<file path="config.mk">
export PLATFORM = sky130hd
export DESIGN_NAME = axi_bridge_top
export DESIGN_NICKNAME = d
export VERILOG_FILES = /design/src/axi_bridge_pkg.sv /design/src/align_w.sv /design/src/align_r.sv /design/src/req_queue.sv /design/src/axi_txn_engine.sv /design/src/axi_bridge_top.sv
export SDC_FILE = /design/constraint.sdc
export NUM_CORES = 1
export LEC_CHECK = 0
export BUFFER_PORTS_ARGS = -buffer_cell sky130_fd_sc_hd__buf_2
export CORE_AREA = 2 2 191 193
export CTS_CLUSTER_DIAMETER = 200
export CTS_CLUSTER_SIZE = 25
export DETAILED_ROUTE_END_ITERATION = 16
export DIE_AREA = 0 0 193 195
export GPL_ROUTABILITY_DRIVEN = 0
export GPL_TIMING_DRIVEN = 0
export PLACE_DENSITY_LB_ADDON = 0.08
export RECOVER_POWER = 25
export REMOVE_ABC_BUFFERS = 1
export SLEW_MARGIN = 20
export SYNTH_ARGS = -nofsm -noshare
export SYNTH_HDL_FRONTEND = slang
export SYNTH_HIERARCHICAL = 1
export SYNTH_SLANG_ARGS = --single-unit
export TNS_END_PERCENT = 100
</file>
<file path="constraint.sdc">
create_clock -name clk -period 10.69 [get_ports clk]
set_input_delay 3.207 -clock clk [delete_from_list [all_inputs] [get_ports clk]]
set_output_delay 3.207 -clock clk [all_outputs]
set_load 0.02 [all_outputs]
</file>
<file path="src/axi_bridge_pkg.sv">
// axi bridge shared widths, axi encodings, fsm states and channel structs
package axi_bridge_pkg;

   // ################################################
   // widths
   // ################################################
   localparam int ADDR_W             = 32;
   localparam int PAYLOAD_P_DW_BYTES = 2;                        // log2 of 4 payload bytes
   localparam int AXI_P_DW_BYTES     = 3;                        // log2 of 8 bus bytes
   localparam int PAYLOAD_BYTES      = (1 << PAYLOAD_P_DW_BYTES);
   localparam int AXI_BYTES          = (1 << AXI_P_DW_BYTES);
   localparam int PAYLOAD_W          = PAYLOAD_BYTES * 8;
   localparam int AXI_DW             = AXI_BYTES * 8;

   // payload windows inside one bus word
   localparam int WIN_NUM            = AXI_BYTES / PAYLOAD_BYTES;
   localparam int WIN_P_NUM          = AXI_P_DW_BYTES - PAYLOAD_P_DW_BYTES; // addr bits of window

   // request queue
   localparam int QUEUE_DEPTH        = 4;
   localparam int QUEUE_AW           = 2;

   // ################################################
   // axi encodings
   // ################################################
   localparam logic [2:0] AXI_SIZE_WORD  = 3'd2;                // 4 bytes per beat
   localparam logic [1:0] AXI_BURST_INCR = 2'b01;

   typedef enum logic [1:0] {
      OKAY   = 2'b00,
      EXOKAY = 2'b01,
      SLVERR = 2'b10,
      DECERR = 2'b11
   } axi_resp_e;

   // transaction engine states
   typedef enum logic [2:0] {
      ST_IDLE,
      ST_WR_ADDR_DATA,   // aw and w in flight
      ST_WR_RESP,        // waiting for b
      ST_RD_ADDR,
      ST_RD_DATA,
      ST_DONE            // response strobe cycle
   } txn_state_e;

   // ################################################
   // structs
   // ################################################
   typedef struct packed {
      logic                 we;
      logic [ADDR_W-1:0]    addr;
      logic [PAYLOAD_W-1:0] wdata;
   } bridge_req_t;

   typedef struct packed {
      logic [PAYLOAD_W-1:0] rdata;
      logic                 err;
   } bridge_rsp_t;

   typedef struct packed {
      logic [ADDR_W-1:0] addr;
      logic [7:0]        len;
      logic [2:0]        size;
      logic [1:0]        burst;
   } axi_aw_t;

   typedef axi_aw_t axi_ar_t;   // read address has the same layout

   typedef struct packed {
      logic [AXI_DW-1:0]    data;
      logic [AXI_BYTES-1:0] strb;
      logic                 last;
   } axi_w_t;

   typedef struct packed {
      axi_resp_e resp;
   } axi_b_t;

   typedef struct packed {
      logic [AXI_DW-1:0] data;
      axi_resp_e         resp;
      logic              last;
   } axi_r_t;

endpackage

</file>
<file path="src/align_w.sv">
// store aligner, drops the 32-bit payload into its window of the 64-bit bus word
`timescale 1ns/1ps

module align_w
(
   input  logic [axi_bridge_pkg::PAYLOAD_W-1:0] i_axi_din,
   input  logic                                 i_axi_we,
   input  logic [axi_bridge_pkg::ADDR_W-1:0]    i_axi_addr,
   output logic [axi_bridge_pkg::AXI_BYTES-1:0] o_axi_wstrb,
   output logic [axi_bridge_pkg::AXI_DW-1:0]    o_axi_wdata
);
   import axi_bridge_pkg::*;

   logic [AXI_BYTES-1:0] wstrb_win;   // strobes before write enable
   logic [WIN_P_NUM-1:0] win_sel;     // window index from address

   assign win_sel = i_axi_addr[PAYLOAD_P_DW_BYTES +: WIN_P_NUM];

   // ################################################
   // per window strobes and data
   // ################################################
   genvar i;
   generate
      for (i = 0; i < WIN_NUM; i = i + 1)
      begin : g_win
         // only the addressed window gets its bytes
         assign wstrb_win[i*PAYLOAD_BYTES +: PAYLOAD_BYTES] =
            {PAYLOAD_BYTES{win_sel == WIN_P_NUM'(i)}};

         // payload copied into every window, strobes pick
         assign o_axi_wdata[i*PAYLOAD_W +: PAYLOAD_W] = i_axi_din;
      end
   endgenerate

   // no strobes at all on a load
   assign o_axi_wstrb = {AXI_BYTES{i_axi_we}} & wstrb_win;

endmodule

</file>
<file path="src/align_r.sv">
// load aligner, pulls the addressed 32-bit window out of the 64-bit read data
`timescale 1ns/1ps

module align_r
(
   input  logic [axi_bridge_pkg::AXI_DW-1:0]    i_axi_rdata,
   input  logic [axi_bridge_pkg::ADDR_W-1:0]    i_axi_addr,
   output logic [axi_bridge_pkg::PAYLOAD_W-1:0] o_dout
);
   import axi_bridge_pkg::*;

   logic [PAYLOAD_W-1:0] rdata_win [WIN_NUM];   // bus word split into windows
   logic [WIN_P_NUM-1:0] win_sel;

   // same address bits as the store side
   assign win_sel = i_axi_addr[PAYLOAD_P_DW_BYTES +: WIN_P_NUM];

   // ################################################
   // window split
   // ################################################
   genvar i;
   generate
      for (i = 0; i < WIN_NUM; i = i + 1)
      begin : g_win
         assign rdata_win[i] = i_axi_rdata[i*PAYLOAD_W +: PAYLOAD_W];
      end
   endgenerate

   // pick one
   assign o_dout = rdata_win[win_sel];

endmodule

</file>
<file path="src/req_queue.sv">
// request queue, four entry circular fifo between the core strobe and the engine
`timescale 1ns/1ps

module req_queue
(
   input  logic                        clk,
   input  logic                        i_reset,
   input  logic                        i_push,
   input  axi_bridge_pkg::bridge_req_t i_push_data,
   input  logic                        i_pop,
   output axi_bridge_pkg::bridge_req_t o_head,
   output logic                        o_empty
);
   import axi_bridge_pkg::*;

   bridge_req_t         mem [QUEUE_DEPTH];   // entries
   logic [QUEUE_AW-1:0] wr_ptr;
   logic [QUEUE_AW-1:0] rd_ptr;
   logic [QUEUE_AW:0]   count;               // one extra bit to reach full
   logic                full;

   assign o_empty = (count == '0);
   assign full    = (count == (QUEUE_AW+1)'(QUEUE_DEPTH));
   assign o_head  = mem[rd_ptr];              // head shows next cycle after push

   // ################################################
   // storage
   // ################################################
   always_ff @(posedge clk)
   begin
      if (i_push)
      begin
         mem[wr_ptr] <= i_push_data;
      end
   end

   // pointers and occupancy
   always_ff @(posedge clk)
   begin
      if (i_reset)
      begin
         wr_ptr <= '0;
         rd_ptr <= '0;
         count  <= '0;
      end
      else
      begin
         if (i_push)
         begin
            wr_ptr <= wr_ptr + 1'b1;   // wraps at depth
         end
         if (i_pop)
         begin
            rd_ptr <= rd_ptr + 1'b1;
         end
         case ({i_push, i_pop})
            2'b10:   count <= count + 1'b1;
            2'b01:   count <= count - 1'b1;
            default: count <= count;    // both or neither
         endcase
      end
   end

   // core stays within four outstanding, engine only pops real entries
   a_no_overflow: assert property (@(posedge clk) disable iff (i_reset)
      !(i_push && full && !i_pop));
   a_no_underflow: assert property (@(posedge clk) disable iff (i_reset)
      !(i_pop && o_empty));

endmodule

</file>
<file path="src/axi_txn_engine.sv">
// axi transaction engine that runs one single beat read or write per queued request
`timescale 1ns/1ps

module axi_txn_engine
(
   input  logic                                 clk,
   input  logic                                 i_reset,
   // queue side
   input  axi_bridge_pkg::bridge_req_t          i_head,
   input  logic                                 i_empty,
   output logic                                 o_pop,
   // aligners
   output logic [axi_bridge_pkg::PAYLOAD_W-1:0] o_wdata_payload,
   output logic                                 o_we,
   output logic [axi_bridge_pkg::ADDR_W-1:0]    o_addr,
   input  logic [axi_bridge_pkg::AXI_BYTES-1:0] i_wstrb,
   input  logic [axi_bridge_pkg::AXI_DW-1:0]    i_wdata,
   output logic [axi_bridge_pkg::AXI_DW-1:0]    o_rdata_bus,
   input  logic [axi_bridge_pkg::PAYLOAD_W-1:0] i_rdata_word,
   // axi write
   output axi_bridge_pkg::axi_aw_t              o_aw,
   output logic                                 o_awvalid,
   input  logic                                 i_awready,
   output axi_bridge_pkg::axi_w_t               o_w,
   output logic                                 o_wvalid,
   input  logic                                 i_wready,
   input  axi_bridge_pkg::axi_b_t               i_b,
   input  logic                                 i_bvalid,
   output logic                                 o_bready,
   // axi read
   output axi_bridge_pkg::axi_ar_t              o_ar,
   output logic                                 o_arvalid,
   input  logic                                 i_arready,
   input  axi_bridge_pkg::axi_r_t               i_r,
   input  logic                                 i_rvalid,
   output logic                                 o_rready,
   // core response
   output axi_bridge_pkg::bridge_rsp_t          o_rsp,
   output logic                                 o_rsp_valid
);
   import axi_bridge_pkg::*;

   txn_state_e  state;
   bridge_req_t req_q;        // request being served
   bridge_rsp_t rsp_q;
   logic        awvalid_q;    // drops on its own handshake
   logic        wvalid_q;     // independent of aw
   logic        arvalid_q;
   logic        bready_q;
   logic        rready_q;
   logic        aw_pending;   // aw still open after this edge
   logic        w_pending;
   logic        b_hs;
   logic        r_hs;

   assign aw_pending = awvalid_q && !i_awready;
   assign w_pending  = wvalid_q && !i_wready;
   assign b_hs       = bready_q && i_bvalid;
   assign r_hs       = rready_q && i_rvalid;

   assign o_pop = (state == ST_IDLE) && !i_empty;

   // aligner feeds
   assign o_wdata_payload = req_q.wdata;
   assign o_we            = req_q.we;
   assign o_addr          = req_q.addr;
   assign o_rdata_bus     = i_r.data;

   // ################################################
   // single beat incr channel payloads
   // ################################################
   assign o_aw = '{addr: req_q.addr, len: 8'd0, size: AXI_SIZE_WORD, burst: AXI_BURST_INCR};
   assign o_ar = '{addr: req_q.addr, len: 8'd0, size: AXI_SIZE_WORD, burst: AXI_BURST_INCR};
   assign o_w  = '{data: i_wdata, strb: i_wstrb, last: 1'b1};

   assign o_awvalid   = awvalid_q;
   assign o_wvalid    = wvalid_q;
   assign o_arvalid   = arvalid_q;
   assign o_bready    = bready_q;
   assign o_rready    = rready_q;
   assign o_rsp       = rsp_q;
   assign o_rsp_valid = (state == ST_DONE);   // one cycle after b or r

   // latch popped request
   always_ff @(posedge clk)
   begin
      if (o_pop)
      begin
         req_q <= i_head;
      end
   end

   // response capture
   always_ff @(posedge clk)
   begin
      if (b_hs)
      begin
         rsp_q.rdata <= '0;                   // stores return no data
         rsp_q.err   <= (i_b.resp != OKAY);
      end
      else if (r_hs)
      begin
         rsp_q.rdata <= i_rdata_word;
         rsp_q.err   <= (i_r.resp != OKAY);
      end
   end

   // ################################################
   // fsm
   // ################################################
   always_ff @(posedge clk)
   begin
      if (i_reset)
      begin
         state     <= ST_IDLE;
         awvalid_q <= 1'b0;
         wvalid_q  <= 1'b0;
         arvalid_q <= 1'b0;
         bready_q  <= 1'b0;
         rready_q  <= 1'b0;
      end
      else
      begin
         case (state)
            ST_IDLE:
            begin
               if (!i_empty)
               begin
                  if (i_head.we)
                  begin
                     state     <= ST_WR_ADDR_DATA;
                     awvalid_q <= 1'b1;     // aw and w together
                     wvalid_q  <= 1'b1;
                  end
                  else
                  begin
                     state     <= ST_RD_ADDR;
                     arvalid_q <= 1'b1;
                  end
               end
            end
            ST_WR_ADDR_DATA:
            begin
               awvalid_q <= aw_pending;
               wvalid_q  <= w_pending;
               if (!aw_pending && !w_pending)
               begin
                  state    <= ST_WR_RESP;
                  bready_q <= 1'b1;
               end
            end
            ST_WR_RESP:
            begin
               if (b_hs)
               begin
                  state    <= ST_DONE;
                  bready_q <= 1'b0;
               end
            end
            ST_RD_ADDR:
            begin
               if (i_arready)
               begin
                  state     <= ST_RD_DATA;
                  arvalid_q <= 1'b0;
                  rready_q  <= 1'b1;   // hold until r shows up
               end
            end
            ST_RD_DATA:
            begin
               if (r_hs)
               begin
                  state    <= ST_DONE;
                  rready_q <= 1'b0;
               end
            end
            ST_DONE: state <= ST_IDLE;
            default: state <= ST_IDLE;
         endcase
      end
   end

   // valid and payload held until ready
   a_aw_hold: assert property (@(posedge clk) disable iff (i_reset)
      o_awvalid && !i_awready |=> o_awvalid && $stable(o_aw));
   a_w_hold: assert property (@(posedge clk) disable iff (i_reset)
      o_wvalid && !i_wready |=> o_wvalid && $stable(o_w));
   a_ar_hold: assert property (@(posedge clk) disable iff (i_reset)
      o_arvalid && !i_arready |=> o_arvalid && $stable(o_ar));
   // response is a single cycle strobe
   a_rsp_pulse: assert property (@(posedge clk) disable iff (i_reset)
      o_rsp_valid |=> !o_rsp_valid);
   // pop only from a quiet engine with no channel open and no response pending
   a_pop_idle: assert property (@(posedge clk) disable iff (i_reset)
      o_pop |-> !(o_awvalid || o_wvalid || o_arvalid ||
                  o_bready || o_rready || o_rsp_valid));

endmodule

</file>
<file path="src/axi_bridge_top.sv">
// axi bridge top, core load/store port to single beat 64-bit axi4
`timescale 1ns/1ps

module axi_bridge_top
(
   input  logic                        clk,
   input  logic                        i_reset,
   // core port
   input  logic                        i_req_valid,
   input  axi_bridge_pkg::bridge_req_t i_req,
   output logic                        o_rsp_valid,
   output axi_bridge_pkg::bridge_rsp_t o_rsp,
   // axi write channels
   output axi_bridge_pkg::axi_aw_t     o_aw,
   output logic                        o_awvalid,
   input  logic                        i_awready,
   output axi_bridge_pkg::axi_w_t      o_w,
   output logic                        o_wvalid,
   input  logic                        i_wready,
   input  axi_bridge_pkg::axi_b_t      i_b,
   input  logic                        i_bvalid,
   output logic                        o_bready,
   // axi read channels
   output axi_bridge_pkg::axi_ar_t     o_ar,
   output logic                        o_arvalid,
   input  logic                        i_arready,
   input  axi_bridge_pkg::axi_r_t      i_r,
   input  logic                        i_rvalid,
   output logic                        o_rready
);
   import axi_bridge_pkg::*;

   bridge_req_t          head;         // queue head
   logic                 q_empty;
   logic                 pop;
   logic [PAYLOAD_W-1:0] wdata_payload;
   logic                 we;
   logic [ADDR_W-1:0]    addr;         // latched request address
   logic [AXI_BYTES-1:0] wstrb;
   logic [AXI_DW-1:0]    wdata_bus;
   logic [AXI_DW-1:0]    rdata_bus;
   logic [PAYLOAD_W-1:0] rdata_word;

   // ################################################
   // queue and engine
   // ################################################
   req_queue u_queue (
      .clk, .i_reset, .i_push(i_req_valid), .i_push_data(i_req),
      .i_pop(pop), .o_head(head), .o_empty(q_empty));

   axi_txn_engine u_engine (
      .clk, .i_reset, .i_head(head), .i_empty(q_empty), .o_pop(pop),
      .o_wdata_payload(wdata_payload), .o_we(we), .o_addr(addr),
      .i_wstrb(wstrb), .i_wdata(wdata_bus),
      .o_rdata_bus(rdata_bus), .i_rdata_word(rdata_word),
      .o_aw, .o_awvalid, .i_awready, .o_w, .o_wvalid, .i_wready,
      .i_b, .i_bvalid, .o_bready, .o_ar, .o_arvalid, .i_arready,
      .i_r, .i_rvalid, .o_rready, .o_rsp, .o_rsp_valid);

   // aligners, pure combinational
   align_w u_align_w (
      .i_axi_din(wdata_payload), .i_axi_we(we), .i_axi_addr(addr),
      .o_axi_wstrb(wstrb), .o_axi_wdata(wdata_bus));

   align_r u_align_r (
      .i_axi_rdata(rdata_bus), .i_axi_addr(addr), .o_dout(rdata_word));

endmodule

</file>
==> qor.csv <==
stage,metric,value,unit
logic_synthesis,synth_edf_count,326,
route,drt_iter0_drc,369,
run_status,violations,"capacitance limit, slew limit",
floorplan,initial_core_util,45.7,%
final_layout,nNetsFinal,1183,
floorplan,fp.dieH,195,microns
clock_network,cts_setup_buffers,0,
run_status,status,"complete, but fails checks",
sta,hold_violations,0,
clock_network,cts_tree,yes,
pwr,seqPwrFrac,49.3,%
critical_path,arrival,5.66,ns
floorplan,dieArea,37600,sq um
sta,setup_viol,0,
clock_network,cts_sinks,375,
pwr,ir_worst_vdd,0.127,mV
critical_path,ff2ff_path_depth,3,
route,wl_per_cell,19.2,microns
run,maxCapViolations,4,
critical_path,critPathLaunchType,flop,
critical_path,path_class,reg2reg,
final_layout,area_growth,2.61,%
critical_path,worstReg2RegEnd,u_engine/o_addr[11],
final_layout,final_util,46.9,%
sta,clock_skew,0.0123,ns
critical_path,crit_required,10.94,ns
pwr,power,4.18,mW
critical_path,crit_end,u_engine/o_addr[11],
floorplan,pin_count,344,
logic_synthesis,dominantRegCellSynth,edfxtp_1,
sta,grt_setup_unrepaired,false,
floorplan,coreArea,35400,sq um
logic_synthesis,yosysMostFrequentCell,edfxtp_1,
sta,worst_pin_slew,2.87,ns
global_routing,antenna_found_initial,5,
global_routing,grt_max_degree,42,
clock_network,cts_made_buffers,18,
critical_path,crit_path_end_kind,flop,
route,vias,7264,
route,viasPerCell,4.81,
critical_path,regToRegSetupSlack,5.28,ns
route,drcViolationCount,0,
logic_synthesis,synth-seq-cells,375,
pwr,power.internal,2.78,mW
clock_network,cts_htree_levels,1,
worst_hold_path,holdPathStages,2,
logic_synthesis,yosysUniqueCellTypes,41,
pwr,switching_share,33.6,%
route,ant_nets,0,
clock_network,clockBufferDepth,3,
floorplan,die_w,193,microns
sta,fmax,185,MHz
pwr,power_switching,1.40,mW
global_routing,grt_overflow,0,
clock_network,cts-root-buf,clkbuf_16,
critical_path,path_max_fanout,25,
clock_network,ctsResizeCount,0,
pwr,p_leak,5.99,nW
pwr,clkPwrFrac,18.3,%
global_routing,first_global_vias,7232,
clock_network,insertion_delay,0.51,ns
logic_synthesis,synth_commonest_cells,"edfxtp_1, buf_4, nand2_1",
logic_synthesis,yosys.area.top_type,edfxtp_1,
sta,maxSlewHeadroom,-91.2,%
logic_synthesis,synth.avg_cell_area,16.4,sq um
final_layout,drive_gt1_share,40.9,%
clock_network,cts.reportedPaths.clkPinSlew,0.10,ns
floorplan,rows,69,
clock_network,hold_buffers,0,
sta,drv_slew,112,
global_routing,grt_pass1_wl,42300,microns
sta,finalCritPeriodShare,50.6,%
logic_synthesis,syn_area,16200,sq um
final_layout,fill_cells,3087,
sta,min_period,5.41,ns
logic_synthesis,synthArstFlopShare,0,%
route,drtPass1Iterations,6,
placed_design,io_buffers,315,
global_routing,grt_use_total,14.7,%
worst_hold_path,min_path_type,reg2reg,
logic_synthesis,yosys_warnings,6,
route,drt_wl_total,29000,microns
logic_synthesis,synth_top_area_share,60.5,%
placed_design,place_hpwl,18600,microns
pwr,p_per_area,252,nW/um^2
logic_synthesis,synth-seq-area-share,66.5,%
pwr,comb_power_share,32.5,%
logic_synthesis,synth_cells,986,
sta,tns,0,ns
logic_synthesis,ys_top_cells_by_area,"edfxtp_1, buf_4, mux4_2",
==> worst max-delay path, cell delays in order (launching register included) <==
cell and delay [ns]:
dfxtp_1 1.49, clkbuf_1 1.69, clkbuf_1 1.29, mux4_2 0.65
==> power groups by stage <==
stage | sequential (mW) | clock, mW | combinational (mW)
2_1_floorplan | 2.47 | 0 | 0.523
3_3_place_gp | 2.23 | 0 | 1.31
3_5_place_dp | 2.10 | 0 | 1.44
4_1_cts | 2.08 | 0.802 | 1.44
5_1_grt | 2.10 | 0.850 | 1.46
6_report | 2.06 | 0.764 | 1.36
==> cell type report <==
type / instances / area (sq um) / area share, %
well taps: 461 / 577 / 3.47
repair buffers: 333 / 1730 / 10.4
diodes: 2 / 5.00 / 0.0301
flip-flops and latches: 375 / 10800 / 64.8
multi-input cells: 296 / 2970 / 17.9
clock buffers: 32 / 524 / 3.16
inverters: 11 / 41.3 / 0.248
==> state kept, by name (all words and copies together), names as in the netlist, named ones only <==
signal                    count
u_engine/o_arvalid            1
u_queue/count                 3
u_engine/o_rsp               33
u_engine/o_wdata_payload     32
u_engine/o_rready             1
u_engine/o_bready             1
u_engine/o_awvalid            1
u_queue/mem                 260
u_queue/wr_ptr                2
u_engine/o_addr              32
u_queue/rd_ptr                2
u_engine/o_wvalid             1
u_engine/state                3
u_engine/o_we                 1
==> cells by family after synthesis <==
family / after synthesis / share of synthesized area [%]
fa+ha+maj: 6 / 0.510
buf+inv: 340 / 15.8
simple gates: 106 / 2.83
flops: 375 / 66.5
compound gates: 54 / 2.01
other cells: 2 / 0.0464
mux: 98 / 12.0
xor+xnor: 5 / 0.270
==> metrics by stage <==
step,hold WS [ns],cell area [sq um],cells,setup WS [ns]
2_1_floorplan,0.452,13800,682,4.74
3_3_place_gp,0.440,15900,1458,0.691
3_5_place_dp,0.444,16300,1476,6.00
4_1_cts,0.458,16800,1508,5.65
5_1_grt,0.475,16600,1508,4.36
6_report,0.456,16600,1510,5.28
==> cell usage in the layout (no fill, tap or decap), types with 2 or more instances in the layout <==
master     instances
nand3_1            3
mux4_2            65
buf_8              2
a31oi_1            2
clkbuf_1          49
buf_16             4
xnor2_1            2
and2b_2            2
ha_1               5
o21ai_1            2
clkbuf_16         19
mux2_4            30
and2_4             4
diode_2            2
edfxtp_1         326
and2_2             3
a21oi_1           41
nor2_1            13
xor2_1             3
nand2_1           71
nor3_1             5
mux2_2             2
dfxtp_1           49
buf_2            291
inv_1              9
conb_1            27
o21ai_0            2
==> worst min-delay path by stage <==
stage / to / slack, ns / startpoint
2_1_floorplan: u_queue/count[2] / 0.45 / u_queue/count[2]
3_3_place_gp: u_engine/o_rsp[32] / 0.44 / u_engine/o_rsp[32]
3_5_place_dp: u_engine/o_rsp[12] / 0.44 / u_engine/o_rsp[12]
4_1_cts: u_engine/o_rsp[12] / 0.46 / u_engine/o_rsp[12]
5_1_grt: u_engine/o_rsp[13] / 0.47 / u_engine/o_rsp[13]
6_report: u_engine/o_rsp[13] / 0.46 / u_engine/o_rsp[13]
==> routing by layer <==
layer / GRT usage [%] / routed length, microns / vias to the layer above / share of wire [%]
met5: 0 / 38 / - / 0.13
met3: 2.82 / 2130 / 30 / 7.3
li1: - / - / 3354 / -
met4: 2.69 / 354 / 6 / 1.2
met1: 19.6 / 12300 / 3624 / 42
met2: 25.4 / 14200 / 250 / 49
Note: power is estimated with default switching activity, not from simulation.
